<file path="config.mk">
export PLATFORM = sky130hd
export DESIGN_NAME = icb_arbiter
export DESIGN_NICKNAME = d
export VERILOG_FILES = /design/src/source/tcm_pkg.sv /design/src/source/icb_pkg.sv /design/src/source/icb_arbiter.sv
export SDC_FILE = /design/constraint.sdc
export NUM_CORES = 1
export LEC_CHECK = 0
export BUFFER_PORTS_ARGS = -buffer_cell sky130_fd_sc_hd__buf_4
export CAP_MARGIN = 20
export CORE_AREA = 2 2 123 125
export DETAILED_ROUTE_END_ITERATION = 10
export DIE_AREA = 0 0 125 127
export MAX_ROUTING_LAYER = met4
export PLACE_DENSITY = 0.44
export SYNTH_ARGS = -nofsm -noshare
export SYNTH_HDL_FRONTEND = slang
export SYNTH_SLANG_ARGS = --single-unit
export TNS_END_PERCENT = 50
</file>
<file path="constraint.sdc">
create_clock -name clk -period 0.8 [get_ports clk]
set_input_delay 0.04 -clock clk [delete_from_list [all_inputs] [get_ports clk]]
set_output_delay 0.04 -clock clk [all_outputs]
set_load 0.01 [all_outputs]
</file>
<file path="src/source/tcm_pkg.sv">
/*
 TCM memory map and geometry.
 Region bases decoded on the core port, the depth of each TCM
 and the width of one SRAM word.
 */
package tcm_pkg;

  // Region bases seen on the core port
  localparam logic [31:0] itcm_base = 32'h8000_0000;
  localparam logic [31:0] dtcm_base = 32'h9000_0000;

  // Address bits compared against a base
  localparam int region_msb = 31;
  localparam int region_lsb = 28;

  // Depth of each TCM in words
  localparam int itcm_words = 4096;
  localparam int dtcm_words = 2048;

  // Word geometry
  localparam int word_bytes = 4;
  localparam int word_bits  = 32;

endpackage

</file>
<file path="src/source/icb_pkg.sv">
/*
 ICB channel payloads.
 One command struct and one response struct, shared by every link.
 */
package icb_pkg;

  // Command channel payload
  typedef struct packed {
    logic [31:0]                      addr;
    logic                             read;
    logic [tcm_pkg::word_bits-1:0]    wdata;
    logic [tcm_pkg::word_bytes-1:0]   wmask;
  } icb_cmd_t;

  // Response channel payload, rdata is zero on error
  typedef struct packed {
    logic                             err;
    logic [tcm_pkg::word_bits-1:0]    rdata;
  } icb_rsp_t;

endpackage

</file>
<file path="src/source/icb_arbiter.sv">
/*
 Two-master ICB arbiter.
 Fixed priority to the external master, records the owner of each
 accepted command and routes its response back.
 */
`timescale 1ns/1ps

module icb_arbiter (
  input  logic                clk,
  input  logic                reset,
  // External agent
  input  logic                ext_cmd_valid,
  output logic                ext_cmd_ready,
  input  icb_pkg::icb_cmd_t   ext_cmd,
  output logic                ext_rsp_valid,
  input  logic                ext_rsp_ready,
  output icb_pkg::icb_rsp_t   ext_rsp,
  // Core side
  input  logic                core_cmd_valid,
  output logic                core_cmd_ready,
  input  icb_pkg::icb_cmd_t   core_cmd,
  output logic                core_rsp_valid,
  input  logic                core_rsp_ready,
  output icb_pkg::icb_rsp_t   core_rsp,
  // Toward the controller
  output logic                tcm_cmd_valid,
  input  logic                tcm_cmd_ready,
  output icb_pkg::icb_cmd_t   tcm_cmd,
  input  logic                tcm_rsp_valid,
  output logic                tcm_rsp_ready,
  input  icb_pkg::icb_rsp_t   tcm_rsp
);

  logic grant_ext;
  logic owner_valid_q;
  logic owner_ext_q;

  ////////////////////////////////////////////////////////////
  // Command grant
  ////////////////////////////////////////////////////////////

  // External wins whenever it requests
  assign grant_ext      = ext_cmd_valid;
  assign tcm_cmd_valid  = ext_cmd_valid | core_cmd_valid;
  assign tcm_cmd        = grant_ext ? ext_cmd : core_cmd;
  assign ext_cmd_ready  = grant_ext & tcm_cmd_ready;
  assign core_cmd_ready = ~grant_ext & tcm_cmd_ready;

  // Owner of the response the controller presents next
  always_ff @(posedge clk) begin
    if (reset) begin
      owner_valid_q <= 1'b0;
      owner_ext_q   <= 1'b0;
    end else if (tcm_cmd_valid && tcm_cmd_ready) begin
      owner_valid_q <= 1'b1;
      owner_ext_q   <= grant_ext;
    end else if (tcm_rsp_valid && tcm_rsp_ready) begin
      owner_valid_q <= 1'b0;
    end
  end

  ////////////////////////////////////////////////////////////
  // Response return
  ////////////////////////////////////////////////////////////

  assign ext_rsp_valid  = tcm_rsp_valid & owner_ext_q;
  assign core_rsp_valid = tcm_rsp_valid & ~owner_ext_q;
  assign tcm_rsp_ready  = owner_ext_q ? ext_rsp_ready : core_rsp_ready;
  assign ext_rsp        = tcm_rsp;
  assign core_rsp       = tcm_rsp;

  owner_known: assert property (
    @(posedge clk) disable iff (reset)
    tcm_rsp_valid |-> owner_valid_q
  );

endmodule

</file>
## Word level (Yosys, flattened, before mapping)

Cells that the tools add are included.

- Register bits after elaboration: 1
- Bits of input ports: 179
- Output and inout port bits: 141
- Word-level logic and storage cells: 11

- Multiplexer cells: 2
- Bitwise operators: 7
- Reduce and logical (&&, ||, !) cells: 1

Operator list:

| operator | count |
|---|---|
| 69-bit two-way mux | 1 |
| 1-bit bitwise AND | 4 |
| 1-bit NOT | 2 |
| 1-bit logical AND | 1 |
| 1-bit two-way mux | 1 |
| 1-bit bitwise OR | 1 |

## Depth between registers and ports, before layout

Gate-level depths: netlist of the first run.

- Word-level depth: 2
- Depth in mapped cells: 3
- Gate-level depth less buffers: 2

## Worst setup path before layout of the first run

OpenSTA, ideal clock, no wires.

- Kind: flip-flop to output port
- Start: reg owner_ext_q
- End: out tcm_rsp_ready
- Arrival: 692 ps
- Data required time: 760 ps
- Setup slack: 68 ps
- Cell stages (with the launch flop): 2
- Buffers on the path: 0
- Cell sequence: dfxtp_1 > mux2_2

- Cells in the longest elaborated chain, start to end: 1

RTL lines:

| element | line | source |
|---|---|---|
| start, declared | icb_arbiter.sv:36 | `logic owner_ext_q;` |
| start signal, assigned | icb_arbiter.sv:56 | `owner_ext_q <= grant_ext;` |
| 1-bit two-way mux | icb_arbiter.sv:68 | `assign tcm_rsp_ready = owner_ext_q ? ext_rsp_ready : core_rsp_ready;` |
| end, declared | icb_arbiter.sv:30 | `output logic tcm_rsp_ready,` |

No other way between the ends.

==> flow_summary_export.csv, run 1 <==
group,metric,value,unit
run_status,run_status,"finished, violations left",
run_status,violations,"negative setup slack",
finish,largestRegisters,"owner_ext_q: 1 flops",
critical_path,critical_path.cell_chain,"clkbuf_16, buf_16, mux2_4, buf_6",
job,drv.max_cap_violation_count,0,
sta,setup_slack,-0.0135,ns
synthesis,post_synth_edffs,0,
floorplanning,core.rowCount,44,
finish,final_design_area_no_fill,3590,um^2
critical_path,criticalPathCategory,"primary input to primary output",
synthesis,yosysWarningCount,0,
critical_path,timing.critical_path.buf_inv,3,
synthesis,ys_types,12,
critical_path,crit_path_max_incr_delay,0.30,ns
pwr,irDropWorstVdd,0.293,mV
placed_design,gp_congestion,0.754,
route,drt_wl_total,6810,um
synthesis,synth_top_cells_by_count,"mux2_4, buf_4, buf_12",
synthesis,syn-num-nets,331,
grt,grt_overflow,0,
sta,rsz0062_at_grt,"yes",
critical_path,critPathRequiredTime,0.76,ns
critical_path,critPathSlowestCell,"mux2_4",
route,routed_via_density,3.39,
critical_path,worst_path_dominant_cell_family,"buffers and inverters",
sta,finalWorstPathRequiredPeriod,0.814,ns
floorplanning,die-height,127,um
finish,largest_register_ff_count,1,
sta,setup-violations-final,11,
placed_design,detailed_place.area,3070,um^2
synthesis,synthesis.area_per_instance,11.6,um^2
floorplanning,top_level_ports,320,
cts,cts_setup_buffers,0,
finish,drive_gt1_share,98.7,%
critical_path,worstPathArrival,0.77,ns
sta,final-hold-violation-count,0,
sta,worst-slew-pin-transition,0.195,ns
placed_design,placement.io_buffers,220,
route,antenna_violating_nets_post_route,0,
floorplanning,die-width,125,um
route,drt-initial-drc-count,12,
finish,final_layout_net_count,495,
floorplanning,core-area,14400,um^2
route,drc_errors,0,
sta,maxSlewHeadroom,86.9,%
hold_path,min_path_type,"primary input to primary output",
placed_design,dp.final_hpwl,4990,um
finish,syn_to_final_growth,104,%
critical_path,cp-start-kind,"primary input",
floorplanning,floorplan.die_area,15900,um^2
route,wire_per_inst,13.7,um
sta,finalCritPeriodShare,102,%
grt,antenna_found_initial,0,
synthesis,seq_area_frac_synth,1.14,%
synthesis,post_synth_top_flop,"dfxtp_1",
pwr,power.density,620,nW/um^2
critical_path,critPathCaptureType,"primary output",
sta,peak_clock_frequency_supported_by_timing,1230,MHz
placed_design,place.detailed.instances,489,
critical_path,critical_path.max_fanout,7,
finish,num_antenna_cells,0,
placed_design,preCtsSetupSlack,-0.152,ns
synthesis,mappedNetlistArea,1760,um^2
grt,grt_pass1_wl,9490,um
route,detail_route.first_pass.iterations,4,
synthesis,post_synth_main_area_contributors,"mux2_4, buf_4, buf_12",
route,vias,1687,
cts,worstSkewPairLatency,0,ns
finish,register_with_the_most_flip_flops,"owner_ext_q",
sta,clock-skew-final,0,ns
sta,timing_max_transition_violations_final,0,
floorplanning,initial_utilization,12.2,%
synthesis,netlist.top_cell.by_area,"mux2_4",
synthesis,cell_with_the_most_instances_after_synthesis,"mux2_4",
grt,grt_pass1_vias,1857,
pwr,leakagePower,0.00191,uW
grt,grt.total_usage,7.36,%
finish,final.fill_count,1569,
grt,grt_start_max_net_pins,14,
finish,final_cells,498,
synthesis,ys_async_sr_fraction,0,%
synthesis,synth.ff_latch_count,1,
synthesis,synth_largest_type_area_fraction,58.0,%
synthesis,cells_after_synth,152,
## logic make-up (layout without fill, tap and decap cells)
group	count (synthesis)	count (layout)	synth area share [%]
buf+inv	74	236	36.7
mux	70	70	59.3
simple gates	5	5	1.85
compound gates	2	2	0.995
flops	1	1	1.14
## power breakdown
group | switching [uW] | leakage, uW | internal [uW]
clock network | 0 | 0 | 0
logic | 649 | 0.00190 | 1520
registers | 2.97 | 0.00000861 | 54.8
total | 652 | 0.00191 | 1570
## final timing paths
path	slack, ns	start	endpoint	cells after the start
max	-0.01	ext_cmd_valid	tcm_cmd[44]	4
min	0.08	tcm_rsp[14]	core_rsp[14]	0
max reg2reg	0.03	owner_ext_q$_SDFFE_PP0P_	owner_ext_q$_SDFFE_PP0P_	2
min reg2reg	0.69	owner_ext_q$_SDFFE_PP0P_	owner_ext_q$_SDFFE_PP0P_	2
## repair_timing
item / in CTS / in global routing
hold buffers: 0 / 0
gates cloned: 5 / 4
resized for setup: 57 / 20
setup endpoints to repair: 72 / 58
## layout make-up
class                      instances  area, um^2  area share [%]
tap                              184         230            6.42
sequential                         1        21.3           0.593
multi-input combinational         77        1100            30.7
timing repair buffer             236        2230            62.2
## routing by layer
metal	vias up	wire length (um)	track usage, %
li1	786	-	-
met1	747	2500	8.65
met2	144	3660	13.8
met3	10	591	1.09
met4	0	58	0.719
met5	-	0	-
## worst register-to-register path: cells and delay by family, from the launching register on
family,cells,cell delay [ns]
AOI/OAI and AO/OA,2,0.34
DFF,1,0.31
## cells in the final DEF, fill, tap and decap left out
master	netlist	routed
dfxtp_2	0	1
mux2_4	68	70
a21boi_0	1	1
buf_8	0	1
buf_16	0	7
buf_6	1	58
buf_12	7	2
and2_4	0	1
and2_1	1	1
buf_4	66	164
o21ba_2	1	1
nor2b_1	2	2
clkbuf_16	0	4
or2_2	1	1
## stage by stage
| step | utilization (%) | hold WS [ns] | power (uW) | TNS [ns] |
|---|---|---|---|---|
| after detailed placement | 21.3 | 0.0801 | 1870 | -9.04 |
| after floorplan | - | 0.172 | 1210 | 0 |
| final | 24.9 | 0.0800 | 2220 | -0.0638 |
| after global routing | 24.9 | 0.0800 | 2350 | -0.632 |
| after global placement | 21.3 | 0.0801 | 1850 | -8.44 |
| after CTS | 23.6 | 0.0801 | 2120 | -1.13 |
No activity file was read; power rests on OpenSTA's default activity.
==> inputs of run 2 (changes only) <==
- REMOVE_ABC_BUFFERS: default -> 1
==> flow_summary_export.csv, run 2 (synthesis gave the netlist of run 1 again) <==
group,metric,value,unit
run_status,run_status,"finished, violations left",
run_status,violations,"negative setup slack",
sta,setup-violations-final,32,
floorplanning,core.rowCount,44,
pwr,leakagePower,0.00189,uW
critical_path,critical_path.max_fanout,8,
finish,final.fill_count,1554,
floorplanning,core-area,14400,um^2
floorplanning,floorplan.die_area,15900,um^2
floorplanning,die-height,127,um
grt,grt_start_max_net_pins,16,
sta,timing_max_transition_violations_final,0,
route,drt_wl_total,10600,um
finish,layout_commonest_cell,"buf_4",
floorplanning,die-width,125,um
placed_design,place.detailed.instances,487,
route,drt-initial-drc-count,22,
pwr,irDropWorstVdd,0.272,mV
sta,clock-skew-final,0,ns
route,detail_route.first_pass.iterations,2,
hold_path,min_path_type,"primary input to primary output",
critical_path,criticalPathCategory,"primary input to primary output",
placed_design,gp_congestion,0.872,
finish,layout_utilization,24.9,%
pwr,power.density,625,nW/um^2
sta,finalHoldWorstSlack,0.0800,ns
job,drv.max_cap_violation_count,0,
critical_path,worst_path_dominant_cell_family,"buffers and inverters",
finish,final_cells,494,
sta,rsz0062_at_grt,"yes",
cts,cts_setup_buffers,0,
critical_path,critPathSlowestCell,"mux2_4",
critical_path,crit_path_max_incr_delay,0.31,ns
finish,final_layout_net_count,491,
sta,finalWorstPathRequiredPeriod,0.815,ns
placed_design,placement.io_buffers,220,
sta,worst-slew-pin-transition,0.162,ns
grt,grt_pass1_wl,13700,um
finish,multiInputGateArea,1110,um^2
finish,num_antenna_cells,0,
route,routed_via_density,3.50,
grt,antenna_found_initial,0,
finish,largestRegisters,"owner_ext_q: 1 flops",
sta,maxSlewHeadroom,89.2,%
grt,grt_pass1_vias,1788,
cts,cts-hold-fix-buffers,0,
critical_path,critPathCaptureType,"primary output",
grt,grt.total_usage,12.4,%
finish,drive_gt1_share,98.7,%
route,wire_per_inst,21.4,um
grt,grt_overflow,0,
critical_path,worst-path-stages,4,
floorplanning,initial_utilization,12.2,%
hold_path,worstHoldPathCells,0,
sta,setup_slack,-0.0147,ns
critical_path,reg2regPathDepth,2,
finish,mostFrequentLayoutCells,"buf_4, buf_6, mux2_4",
finish,layout.area.seq,21.3,um^2
sta,finalCritPeriodShare,102,%
sta,final-hold-violation-count,0,
route,antenna_violating_nets_post_route,0,
finish,syn_to_final_growth,104,%
route,vias,1729,
route,drc_errors,0,
sta,peak_clock_frequency_supported_by_timing,1230,MHz
critical_path,cp-start-kind,"primary input",
critical_path,worstPathArrival,0.77,ns
placed_design,dp.final_hpwl,8950,um
critical_path,worst_path_most_repeated_cell,"buf_16",
critical_path,critPathRequiredTime,0.76,ns
critical_path,timing.critical_path.buf_inv,3,
floorplanning,top_level_ports,320,
cts,worstSkewPairLatency,0,ns
critical_path,critical_path.cell_chain,"buf_16, buf_16, mux2_4, buf_6",
finish,register_with_the_most_flip_flops,"owner_ext_q",
finish,largest_register_ff_count,1,
[run 2: cell types whose count changed in the layout (fill, tap and decap cells not counted), moves of 2 or more]
cell       previous run  this run
buf_16                7         9
buf_4               164       149
buf_6                58        72
clkbuf_16             4         1
[run 2: where the power goes]
| group | leakage, uW | switching, uW | internal, uW |
|---|---|---|---|
| logic | 0.00189 | 657 | 1530 |
| registers | 0.00000861 | 3.21 | 54.8 |
| clock network | 0 | 0 | 0 |
[run 2: timing repair]
action | 4_1_cts | 5_1_grt
pin swaps | 0 | 2
gates resized for setup | 81 | 13
cloned | 6 | 1
endpoints found under the setup margin | 72 | 58
[run 2: layout make-up]
type,count,share of cell area [%]
Sequential cell,1,0.593
Timing Repair Buffer,232,62.0
Multi-Input combinational cell,77,31.0
Tap cell,184,6.42
[run 2: worst register-to-register path: cells and delay by family (launching register included)]
family,cells,cell delay (ns)
DFF,1,0.31
AOI/OAI and AO/OA,2,0.34
[run 2: final timing paths]
kind / slack, ns / startpoint / to
setup / recovery: -0.01 / ext_cmd_valid / tcm_cmd[56]
hold / removal: 0.08 / tcm_rsp[0] / core_rsp[0]
setup reg to reg: 0.03 / owner_ext_q$_SDFFE_PP0P_ / owner_ext_q$_SDFFE_PP0P_
hold reg to reg: 0.70 / owner_ext_q$_SDFFE_PP0P_ / owner_ext_q$_SDFFE_PP0P_
[run 2: routing by layer]
metal | global-route usage, % | vias up | wire (um)
met2 | 20.5 | 183 | 5120
met3 | 10.6 | 0 | 2140
met1 | 11.7 | 767 | 3320
met5 | - | - | 0
met4 | 0 | 0 | 0
li1 | - | 779 | -
[run 2: per-stage QoR]
step,worst slack (ns),area (um^2),TNS [ns],total power [uW]
final,-0.0147,3580,-0.213,2240
after global routing,-0.0362,3580,-1.10,2360
after CTS,-0.0397,3510,-0.646,2220
after detailed placement,-0.191,3060,-10.53,1860
after global placement,-0.182,3060,-9.78,1850
after floorplan,0.0685,1110,0,716
