===== src/source/tcm_pkg.sv =====
/*
 TCM memory map and geometry.
 Region bases decoded on the core port, the depth of each TCM
 and the width of one SRAM word.
 */
package tcm_pkg;

  // Region bases seen on the core port
  localparam logic [31:0] itcm_base = 32'h8000_0000;
  localparam logic [31:0] dtcm_base = 32'h9000_0000;

  // Address bits compared against a base
  localparam int region_msb = 31;
  localparam int region_lsb = 28;

  // Depth of each TCM in words
  localparam int itcm_words = 4096;
  localparam int dtcm_words = 2048;

  // Word geometry
  localparam int word_bytes = 4;
  localparam int word_bits  = 32;

endpackage


===== src/source/icb_pkg.sv =====
/*
 ICB channel payloads.
 One command struct and one response struct, shared by every link.
 */
package icb_pkg;

  // Command channel payload
  typedef struct packed {
    logic [31:0]                      addr;
    logic                             read;
    logic [tcm_pkg::word_bits-1:0]    wdata;
    logic [tcm_pkg::word_bytes-1:0]   wmask;
  } icb_cmd_t;

  // Response channel payload, rdata is zero on error
  typedef struct packed {
    logic                             err;
    logic [tcm_pkg::word_bits-1:0]    rdata;
  } icb_rsp_t;

endpackage


===== src/source/tcm_ctrl.sv =====
/*
 TCM controller.
 Turns ICB commands into SRAM accesses with a range check,
 returns the response one cycle later and holds it under back-pressure.
 */
`timescale 1ns/1ps

module tcm_ctrl #(
  parameter int words = 1024
) (
  input  logic                             clk,
  input  logic                             reset,
  input  logic                             cmd_valid,
  output logic                             cmd_ready,
  input  icb_pkg::icb_cmd_t                cmd,
  output logic                             rsp_valid,
  input  logic                             rsp_ready,
  output icb_pkg::icb_rsp_t                rsp,
  output logic                             ram_cs,
  output logic                             ram_we,
  output logic [$clog2(words)-1:0]         ram_index,
  output logic [tcm_pkg::word_bytes-1:0]   ram_wem,
  output logic [tcm_pkg::word_bits-1:0]    ram_din,
  input  logic [tcm_pkg::word_bits-1:0]    ram_dout
);

  localparam int index_bits = $clog2(words);
  localparam int lane_bits  = $clog2(tcm_pkg::word_bytes);
  localparam logic [31:0] byte_limit = 32'(words * tcm_pkg::word_bytes);

  logic                          cmd_fire;
  logic                          in_range;
  logic                          rsp_err_q;
  logic                          rsp_read_q;
  logic                          rsp_first_q;
  logic [tcm_pkg::word_bits-1:0] hold_q;

  // New command only when no response is held or it leaves now
  assign cmd_ready = ~rsp_valid | rsp_ready;
  assign cmd_fire  = cmd_valid & cmd_ready;
  assign in_range  = cmd.addr < byte_limit;

  // RAM port, lane bits of the offset are ignored
  assign ram_cs    = cmd_fire & in_range;
  assign ram_we    = ~cmd.read;
  assign ram_index = cmd.addr[lane_bits +: index_bits];
  assign ram_wem   = cmd.wmask;
  assign ram_din   = cmd.wdata;

  ////////////////////////////////////////////////////////////
  // Response state
  ////////////////////////////////////////////////////////////

  always_ff @(posedge clk) begin
    if (reset) begin
      rsp_valid   <= 1'b0;
      rsp_err_q   <= 1'b0;
      rsp_read_q  <= 1'b0;
      rsp_first_q <= 1'b0;
    end else begin
      if (cmd_fire) begin
        rsp_valid  <= 1'b1;
        rsp_err_q  <= ~in_range;
        rsp_read_q <= cmd.read;
      end else if (rsp_ready) begin
        rsp_valid <= 1'b0;
      end
      rsp_first_q <= cmd_fire;
    end
  end

  // Capture RAM output once, it is used after the first response cycle
  always_ff @(posedge clk) begin
    if (rsp_first_q) begin
      hold_q <= ram_dout;
    end
  end

  always_comb begin
    rsp.err   = rsp_err_q;
    rsp.rdata = '0;
    if (rsp_read_q && !rsp_err_q) begin
      rsp.rdata = rsp_first_q ? ram_dout : hold_q;
    end
  end

  // Held response must not change, across the switch to hold_q
  rsp_stable: assert property (
    @(posedge clk) disable iff (reset)
    rsp_valid && !rsp_ready |=> rsp_valid && $stable(rsp)
  );

endmodule


===== config.mk =====
export PLATFORM = sky130hd
export DESIGN_NAME = tcm_ctrl
export DESIGN_NICKNAME = d
export VERILOG_FILES = /design/src/source/tcm_pkg.sv /design/src/source/icb_pkg.sv /design/src/source/tcm_ctrl.sv
export SDC_FILE = /design/constraint.sdc
export NUM_CORES = 1
export LEC_CHECK = 0
export ABC_AREA = 1
export BUFFER_PORTS_ARGS = -buffer_cell sky130_fd_sc_hd__buf_2
export CORE_ASPECT_RATIO = 0.75
export CORE_MARGIN = 4
export CORE_UTILIZATION = 40
export CTS_BUF_LIST = sky130_fd_sc_hd__clkbuf_4
export DETAILED_ROUTE_END_ITERATION = 7
export GPL_TIMING_DRIVEN = 0
export PLACE_DENSITY = 0.89
export RECOVER_POWER = 100
export SLEW_MARGIN = 15
export SYNTH_ARGS = -nofsm -noshare
export SYNTH_HDL_FRONTEND = slang
export SYNTH_SLANG_ARGS = --single-unit

===== constraint.sdc =====
create_clock -name clk -period 1.6 [get_ports clk]
set_clock_uncertainty 0.05 [all_clocks]
set_input_delay 0.16 -clock clk [delete_from_list [all_inputs] [get_ports clk]]
set_output_delay 0.16 -clock clk [all_outputs]
set_load 0.01 [all_outputs]

## Word-level counts from Yosys, hierarchy flattened

Index checks and enable logic that the tools add are counted.

- Register bits after elaboration: 36
- Word-level logic and storage cells: 19

- Order comparisons: 1
- Muxes and demuxes: 4
- Bitwise operators: 6
- Reductions and logical operators: 3

Operator list:

| operator | count |
|---|---|
| $mux 32 | 2 |
| $lt 32x13->1 const B | 1 |
| $not 1->1 | 3 |
| $and 1x1->1 | 2 |
| $mux 1 | 2 |
| $reduce_bool 2->1 | 1 |
| $logic_and 1x1->1 | 1 |
| $logic_not 1->1 | 1 |
| $or 1x1->1 | 1 |

## Logic depth before layout (Yosys ltp)

Gate-level depths: netlist (run 1).

- Depth in word-level cells: 4
- Mapped depth: 7
- Depth with buffers taken out: 7

## Least setup slack after synthesis (run 1)

Ideal clock, no wire load.

- Path kind: register -> output
- Start: register rsp_first_q
- End: output rsp[11] (netlist name)
- Arrival time: 867 ps
- Data required time: 1390 ps
- Setup slack: 523 ps
- Stages on the path, launching flop included: 6
- Cell sequence: dfxtp_1 > buf_6 > inv_8 > buf_6 > nand2_1 > a21oi_1

RTL lines:

| element | RTL line | RTL |
|---|---|---|
| start: declaration | tcm_ctrl.sv:35 | `logic rsp_first_q;` |
| start signal: assignment | tcm_ctrl.sv:68 | `rsp_first_q <= cmd_fire;` |
| end: declaration | tcm_ctrl.sv:18 | `output icb_pkg::icb_rsp_t rsp,` |

==> results of run 1 <==
## where the power goes
part | total, uW | leakage, uW | switching, uW | internal (uW)
sequential | 1080 | 0.000303 | 50.9 | 1030
combinational | 680 | 0.00132 | 329 | 350
clock | 443 | 0.0000324 | 281 | 161
## timing repair
item / CTS / global route
hold endpoints to repair: 33 / 0
gates resized for setup: 2 / 48
setup buffers: 0 / 2
hold buffers: 31 / 0
endpoints found under the setup margin: 7 / 32
pin swaps: 0 / 1
gates cloned: 0 / 1
## cell type report
type | instances | area share [%]
timing repair buffer | 173 | 31.5
multi-input combinational | 157 | 25.1
sequential | 36 | 23.0
buffer | 57 | 15.4
tap | 57 | 2.27
clock buffer | 5 | 1.20
inverter | 6 | 1.12
clock inverter | 3 | 0.439
## worst max-delay path, cell delays in order, from the launching register on
cell	delay, ns
dfxtp_2	0.34
buf_6	0.14
buf_6	0.15
nand2_1	0.10
a21oi_2	0.17
buf_2	0.15
## synthesized netlist by cell type
cell | instances | area, um^2
a21oi_1 | 34 | 170
a21oi_2 | 1 | 8.76
buf_12 | 1 | 20.0
buf_2 | 3 | 15.0
buf_4 | 47 | 353
buf_6 | 6 | 67.6
dfxtp_1 | 36 | 721
inv_1 | 5 | 18.8
inv_8 | 1 | 11.3
nand2_1 | 94 | 353
nand2_2 | 12 | 75.1
nand3_1 | 2 | 10.0
nor2_1 | 14 | 52.6
## flip-flops by register name, summed over array words and instances (netlist names)
register	cells
rsp_valid	1
hold_q	32
rsp_err_q	1
rsp_first_q	1
rsp_read_q	1
## kinds of logic (layout without fill, tap and decap cells)
kind of cell           count (synthesis)  in the layout  share of synthesized area (%)
AOI/OAI and AO/OA                     35             35                           9.54
DFF                                   36             36                           38.4
buffers and inverters                 63            244                           25.9
and+or+nand+nor                      122            122                           26.2
## worst paths after layout
kind | from | to | slack, ns | cells after the start
worst max-delay path | rsp_first_q | rsp[28] | 0.01 | 5
worst min-delay path | ram_dout[15] | hold_q[15] | 0.01 | 3
worst max register to register | rsp_first_q | hold_q[20] | 0.58 | 5
worst min register to register | hold_q[26] | hold_q[26] | 0.40 | 2
## metrics by stage
stage          utilization [%]  TNS [ns]  hold slack [ns]  total power (uW)
2_1_floorplan                -         0            0.179              1450
3_3_place_gp              58.8         0            0.319              1640
3_5_place_dp              58.8         0            0.319              1660
4_1_cts                   67.0         0         0.000850              2160
5_1_grt                   69.8    -0.555          0.00994              2360
6_report                  69.8         0          0.00960              2200
## routing by layer
layer  GRT usage (%)  vias up  wire [um]
met4            5.25        0         38
met3            5.37        5        380
met5               0        -          0
li1                -     1109          -
met1            21.4      951       2410
met2            34.5       77       3180
==> flow_metrics.py, run 1 <==
metrics = {
    "floorplan": {
        "num_rows": 21,
        "ios": 188,
        "initial_core_util_pct": 41.7,
        "die_w_um": 87.1,
        "core_area_um2": 4490,
        "chipHeight_um": 67.3,
        "dieArea_um2": 5860,
    },
    "clocking": {
        "root_buffer": "clkbuf_4",
        "cts_buffers": 5,
        "clockBufferDepth": 2,
        "clk_pin_slew_ns": 0.11,
        "cts_htree_levels": 2,
        "clock-sinks": 36,
        "clk_latency_ns": 0.33,
        "cts_tree": "built",
    },
    "timing": {
        "worst_pin_slew_ns": 0.172,
        "relSlewSlack_pct": 88.5,
        "setup_viol": 0,
        "fin_ws_ns": 0.0128,
        "min_period_ns": 1.59,
        "finalHoldViolations": 0,
        "fmax_ghz": 0.630,
        "period_share_pct": 99.2,
        "finalMaxSlewViolations": 0,
        "rsz0062_at_grt": "yes",
    },
    "global_routing": {
        "gr-total-overflow": 0,
        "antenna_found_initial": 0,
        "grt_use_total_pct": 18.8,
        "grt_max_degree": 12,
        "grt_pass1_wl_um": 8580,
        "grt_pass1_vias": 1977,
    },
    "placement": {
        "postPlaceCellArea_um2": 2640,
        "portBuffers": 139,
        "hpwl_um": 3990,
        "pre_cts_ws_ns": 0.359,
        "dp.cells": 452,
        "gp_congestion": 0.788,
    },
    "route": {
        "wl_per_cell_um": 12.1,
        "ant_nets": 0,
        "drt_iter0_drc": 37,
        "routed_wirelength_um": 6000,
        "drt_pass1_iterations": 4,
        "vias_per_cell": 4.34,
        "drc_errors": 0,
        "vias": 2142,
    },
    "cells_and_area": {
        "fillers": 372,
        "mostFrequentLayoutCells": "buf_2, nand2_1, buf_4, clkbuf_1, dfxtp_1",
        "design_area_um2": 3140,
        "nNetsFinal": 541,
        "final_common_cell": "buf_2",
        "area_delta_synth_final_pct": 67.2,
        "layoutNonFillerInstCount": 494,
        "regArea_um2": 722,
        "drive_gt1_share_pct": 48.1,
        "multi_input_area_um2": 786,
        "antennaDiodeCount": 0,
    },
    "setup_path": {
        "critPathArrivalTime_ns": 1.38,
        "critical_path.startpoint_type": "flip-flop",
        "crit_fanout": 10,
        "cp.required_ns": 1.39,
        "crit_path_end_kind": "output pin",
        "path_class": "flip-flop to output pin",
    },
    "synthesis": {
        "syn_inst": 256,
        "syn_area_um2": 1880,
        "synth_cell_types": 13,
        "synth_seq_area_share_pct": 38.4,
        "syn-num-nets": 361,
        "synth_warnings": 0,
        "syn_area_per_cell_um2": 7.33,
        "yosys_register_bits": 36,
    },
    "run": {
        "cap_viol_max_count": 0,
    },
    "status": {
        "status": "completed",
    },
    "worst_hold_path": {
        "worstHoldPathType": "input port to flip-flop",
    },
    "pwr": {
        "power.density_nw_per_um2": 703,
        "vdd_drop_max_v": 0.000541,
        "p_leak_uw": 0.00165,
    },
}
Note: power is estimated with default switching activity, not from simulation.
==> inputs of run 2 (changes only) <==
--- a/config.mk
+++ b/config.mk
@@ -7,13 +7,15 @@
 export LEC_CHECK = 0
 export ABC_AREA = 1
 export BUFFER_PORTS_ARGS = -buffer_cell sky130_fd_sc_hd__buf_2
+export CELL_PAD_IN_SITES_DETAIL_PLACEMENT = 0
+export CELL_PAD_IN_SITES_GLOBAL_PLACEMENT = 1
 export CORE_ASPECT_RATIO = 0.75
 export CORE_MARGIN = 4
-export CORE_UTILIZATION = 40
+export CORE_UTILIZATION = 25
 export CTS_BUF_LIST = sky130_fd_sc_hd__clkbuf_4
 export DETAILED_ROUTE_END_ITERATION = 7
 export GPL_TIMING_DRIVEN = 0
-export PLACE_DENSITY = 0.89
+export PLACE_DENSITY_LB_ADDON = 0.1
 export RECOVER_POWER = 100
 export SLEW_MARGIN = 15
 export SYNTH_ARGS = -nofsm -noshare
==> run 2 against run 1 <==
Via count fell by 6.2%. Worst hold slack improved by 0.047 ns. Critical path type unchanged. Largest cell class unchanged. Highest routed layer unchanged. Global-route usage decreased by 7.6 points. Sequential share of layout area down 0.52 points. Utilization decreased by 26 points.
==> flow_metrics.py, run 2 (synthesis results as in run 1) <==
metrics = {
    "status": {
        "status": "completed",
    },
    "clocking": {
        "clk_latency_ns": 0.32,
        "clock-sinks": 36,
        "cts_htree_levels": 2,
        "clk_pin_slew_ns": 0.10,
        "cts_tree": "built",
        "clockBufferDepth": 2,
        "cts_buffers": 5,
        "root_buffer": "clkbuf_4",
    },
    "floorplan": {
        "dieArea_um2": 8970,
        "ios": 188,
        "die_w_um": 108,
        "initial_core_util_pct": 25.6,
        "core_area_um2": 7330,
        "chipHeight_um": 83.0,
        "num_rows": 27,
    },
    "setup_path": {
        "crit_chain": "buf_6, clkinv_8, clkbuf_16, nand2_1, a21oi_2, buf_2",
        "crit_path_end": "rsp[12]",
        "crit_path_end_kind": "output pin",
        "r2r_cells": 5,
        "r2r-start": "rsp_first_q",
        "crit_fanout": 7,
        "critical_path.startpoint_type": "flip-flop",
        "reg2reg_slack_ns": 0.56,
        "critPathSlowestCell": "dfxtp_1",
        "setup.worst_path.start": "rsp_first_q",
        "critPathArrivalTime_ns": 1.35,
        "cp.required_ns": 1.39,
        "cpPeakStageDelay_ns": 0.34,
        "path_class": "flip-flop to output pin",
        "reg2reg_to": "hold_q[7]",
    },
    "cells_and_area": {
        "area_delta_synth_final_pct": 70.7,
        "design_area_um2": 3200,
        "mostFrequentLayoutCells": "buf_2, nand2_1, buf_4, clkbuf_1, dfxtp_1",
        "largest_reg_flops": 32,
        "layoutNonFillerInstCount": 540,
        "largest-register": "hold_q",
        "drive_gt1_share_pct": 43.3,
        "nNetsFinal": 543,
        "final_util_pct": 43.7,
        "antennaDiodeCount": 0,
        "final_common_cell": "buf_2",
    },
    "global_routing": {
        "antenna_found_initial": 0,
        "gr-total-overflow": 0,
        "grt_pass1_wl_um": 8310,
        "grt_use_total_pct": 11.2,
        "grt_max_degree": 12,
        "grt_pass1_vias": 1889,
    },
    "route": {
        "routed_wirelength_um": 5530,
        "vias_per_cell": 3.72,
        "ant_nets": 0,
        "drt_pass1_iterations": 4,
        "vias": 2009,
        "wl_per_cell_um": 10.2,
        "drt_iter0_drc": 57,
        "drc_errors": 0,
    },
    "timing": {
        "min_period_ns": 1.56,
        "worst_pin_slew_ns": 0.169,
        "fin_ws_ns": 0.0363,
        "period_share_pct": 97.7,
        "setup_viol": 0,
        "finalHoldViolations": 0,
        "relSlewSlack_pct": 88.7,
        "finalMaxSlewViolations": 0,
        "rsz0062_at_grt": "yes",
        "fmax_ghz": 0.640,
    },
    "placement": {
        "postPlaceCellArea_um2": 2700,
        "portBuffers": 139,
        "hpwl_um": 4160,
        "pre_cts_ws_ns": 0.356,
        "dp.cells": 496,
        "gp_congestion": 0.701,
    },
    "worst_hold_path": {
        "hp-start": "cmd_valid",
        "worstHoldPathType": "input port to flip-flop",
    },
    "pwr": {
        "power.density_nw_per_um2": 740,
        "p_leak_uw": 0.00168,
        "vdd_drop_max_v": 0.000426,
    },
    "run": {
        "cap_viol_max_count": 0,
    },
}
## run 2: timing repair
action | CTS | global route
gates resized for setup | 8 | 20
hold endpoints to repair | 35 | 0
cloned | 0 | 2
hold buffers | 33 | 0
pin swaps | 0 | 2
setup endpoints to repair | 11 | 32
buffers inserted | 0 | 1
## run 2: worst min path at each step
| stage | cells after the start | slack [ns] | to |
|---|---|---|---|
| 2_1_floorplan | 1 | 0.18 | rsp_read_q |
| 3_3_place_gp | 2 | 0.32 | rsp_read_q |
| 3_5_place_dp | 3 | 0.33 | hold_q[30] |
| 4_1_cts | 4 | 0.04 | rsp_valid |
| 5_1_grt | 3 | 0.05 | rsp_read_q |
| 6_report | 3 | 0.06 | rsp_read_q |
## run 2: per-layer routing
metal | track usage (%) | vias up | share of wire, % | routed length, um
met1 | 13.8 | 815 | 44 | 2420
met5 | 0 | - | 0 | 0
met3 | 3.73 | 2 | 9.1 | 501
li1 | - | 1111 | - | -
met4 | 2.41 | 0 | 0.34 | 19
met2 | 18.8 | 81 | 47 | 2590
## run 2: cell type report
| class | instances | area (um^2) |
|---|---|---|
| Timing Repair Buffer | 175 | 1020 |
| Inverter | 6 | 35.0 |
| Buffer | 57 | 489 |
| Clock inverter | 2 | 35.0 |
| Sequential cell | 36 | 721 |
| Clock buffer | 6 | 45.0 |
| Multi-Input combinational cell | 157 | 726 |
| Tap cell | 101 | 126 |
| Fill cell | 788 | 4130 |
## run 2: critical path: cells and delay by family (launching register included)
| family | cells | cell delay (ns) |
|---|---|---|
| compound gates | 1 | 0.06 |
| simple gates | 1 | 0.09 |
| buf+inv | 4 | 0.53 |
| flops | 1 | 0.34 |
## run 2: power breakdown
part           internal [uW]  switching (uW)  total [uW]  leakage, uW
registers               1030            39.8        1070     0.000302
clock network            345             302         647    0.0000456
logic                    346             307         653      0.00133
## run 2: per-stage QoR
step | setup TNS, ns | power, uW | hold slack, ns
2_1_floorplan | 0 | 1450 | 0.179
3_3_place_gp | 0 | 1650 | 0.323
3_5_place_dp | 0 | 1650 | 0.327
4_1_cts | 0 | 2380 | 0.0428
5_1_grt | -1.02 | 2520 | 0.0550
6_report | 0 | 2370 | 0.0571
==> inputs of run 3 (changes only) <==
--- a/config.mk
+++ b/config.mk
@@ -15,8 +15,10 @@
 export CTS_BUF_LIST = sky130_fd_sc_hd__clkbuf_4
 export DETAILED_ROUTE_END_ITERATION = 7
 export GPL_TIMING_DRIVEN = 0
+export MAX_ROUTING_LAYER = met4
 export PLACE_DENSITY_LB_ADDON = 0.1
 export RECOVER_POWER = 100
+export REMOVE_ABC_BUFFERS = 1
 export SLEW_MARGIN = 15
 export SYNTH_ARGS = -nofsm -noshare
 export SYNTH_HDL_FRONTEND = slang
==> run 3 against run 2 <==
Count of clock-buffer cells in the layout fell by 1. Utilization fell by 5.9 points. Clock power fell by 28%. Total power fell by 13%. Critical endpoint is now rsp[19]. Largest cell class unchanged. Final cell count fell by 17%. Sequential power barely moved. Via count fell by 7.1%.
==> flow_metrics.py, run 3 (synthesis results as in run 1) <==
metrics = {
    "clocking": {
        "clk_latency_ns": 0.33,
        "cts_tree": "built",
        "cts_htree_levels": 2,
        "root_buffer": "clkbuf_4",
        "cts_buffers": 5,
        "clockBufferDepth": 2,
        "clock-sinks": 36,
        "clk_pin_slew_ns": 0.11,
    },
    "timing": {
        "finalHoldViolations": 0,
        "relSlewSlack_pct": 86.3,
        "finalMaxSlewViolations": 0,
        "period_share_pct": 98.8,
        "fmax_ghz": 0.632,
        "rsz0062_at_grt": "yes",
        "worst_pin_slew_ns": 0.206,
        "setup_viol": 0,
        "min_period_ns": 1.58,
        "fin_ws_ns": 0.0189,
    },
    "cells_and_area": {
        "drive_gt1_share_pct": 46.4,
        "final_util_pct": 37.8,
        "mostFrequentLayoutCells": "buf_2, nand2_1, dfxtp_1, dlygate4sd3_1, a21oi_2",
        "largest_reg_flops": 32,
        "area_delta_synth_final_pct": 47.6,
        "final_common_cell": "buf_2",
        "antennaDiodeCount": 0,
        "fillers": 829,
        "nNetsFinal": 449,
        "largest-register": "hold_q",
    },
    "global_routing": {
        "grt_pass1_wl_um": 10300,
        "antenna_found_initial": 0,
        "grt_max_degree": 33,
        "grt_use_total_pct": 16.1,
        "gr-total-overflow": 0,
        "grt_pass1_vias": 1766,
    },
    "placement": {
        "pre_cts_ws_ns": -0.104,
        "portBuffers": 93,
        "gp_congestion": 0.660,
        "hpwl_um": 5060,
    },
    "setup_path": {
        "critPathArrivalTime_ns": 1.37,
        "r2r_cells": 6,
        "crit_path_end": "rsp[19]",
        "cp.required_ns": 1.39,
        "path_class": "flip-flop to output pin",
        "crit_fanout": 8,
        "r2r-start": "rsp_valid",
        "critical_path.startpoint_type": "flip-flop",
        "setup.worst_path.start": "rsp_first_q",
        "reg2reg_to": "rsp_err_q",
        "crit_path_end_kind": "output pin",
        "reg2reg_slack_ns": 0.57,
    },
    "route": {
        "vias_per_cell": 4.19,
        "drt_pass1_iterations": 4,
        "drt_iter0_drc": 35,
        "routed_wirelength_um": 7450,
        "drc_errors": 0,
        "vias": 1867,
        "wl_per_cell_um": 16.7,
        "ant_nets": 0,
    },
    "floorplan": {
        "dieArea_um2": 8970,
        "chipHeight_um": 83.0,
        "core_area_um2": 7330,
        "initial_core_util_pct": 25.6,
        "die_w_um": 108,
        "num_rows": 27,
        "ios": 188,
    },
    "pwr": {
        "vdd_drop_max_v": 0.000244,
        "p_leak_uw": 0.00141,
        "power.density_nw_per_um2": 749,
        "finalPower_uw": 2070,
    },
    "run": {
        "cap_viol_max_count": 0,
    },
    "worst_hold_path": {
        "worstHoldPathType": "input port to flip-flop",
    },
    "status": {
        "status": "completed",
    },
}
## run 3: area by class of cell
| cell class | instances | area (um^2) | area share (%) |
|---|---|---|---|
| repair buffers | 135 | 927 | 33.5 |
| flip-flops and latches | 36 | 729 | 26.3 |
| clock buffers | 5 | 37.5 | 1.36 |
| well taps | 101 | 126 | 4.56 |
| clock inverters | 3 | 13.8 | 0.497 |
| inverters | 6 | 52.6 | 1.90 |
| repair inverters | 1 | 30.0 | 1.08 |
| multi-input cells | 159 | 852 | 30.8 |
## run 3: worst min-delay path by stage
| stage | from | to | slack [ns] | cells after the start |
|---|---|---|---|---|
| after floorplan | reset | rsp_read_q | 0.18 | 1 |
| after global placement | cmd[19] | ram_din[15] | 0.27 | 0 |
| after detailed placement | cmd[19] | ram_din[15] | 0.27 | 0 |
| after CTS | ram_dout[5] | hold_q[5] | 0.001 | 3 |
| after global routing | ram_dout[5] | hold_q[5] | 0.005 | 3 |
| final | ram_dout[5] | hold_q[5] | 0.03 | 3 |
## run 3: stage by stage
step / cell area (um^2) / instances / hold WS, ns / TNS (ns)
after CTS: 2560 / 442 / 0.00119 / -0.0148
after global placement: 2010 / 393 / 0.270 / -34.90
final: 2770 / 446 / 0.0260 / 0
after detailed placement: 2020 / 393 / 0.270 / -2.00
after global routing: 2770 / 446 / 0.00540 / -1.23
after floorplan: 1420 / 199 / 0.179 / 0
## run 3: metal layers
metal	up-vias	global-route usage (%)	wire (um)
met5	-	-	0
met4	0	2.41	38
met3	7	16.2	1460
met2	130	17.6	2660
met1	802	20.6	3290
li1	928	-	-
## run 3: worst max-delay path: stages (launching register included)
cell	delay, ns
dfxtp_4	0.43
buf_6	0.14
buf_12	0.14
nand2_2	0.07
a21oi_2	0.11
buf_2	0.14
## run 3: report_power, final
group	total (uW)	internal (uW)	switching, uW
clock network	463	161	302
logic	534	252	281
registers	1080	1030	47.2
total	2070	1440	631
## run 3: timing repair
item | in CTS | in global routing
setup endpoints to repair | 32 | 33
gates cloned | 2 | 2
hold buffers | 31 | 0
hold endpoints to repair | 33 | 0
setup buffers | 8 | 2
resized for setup | 12 | 66
pin swaps | 1 | 20
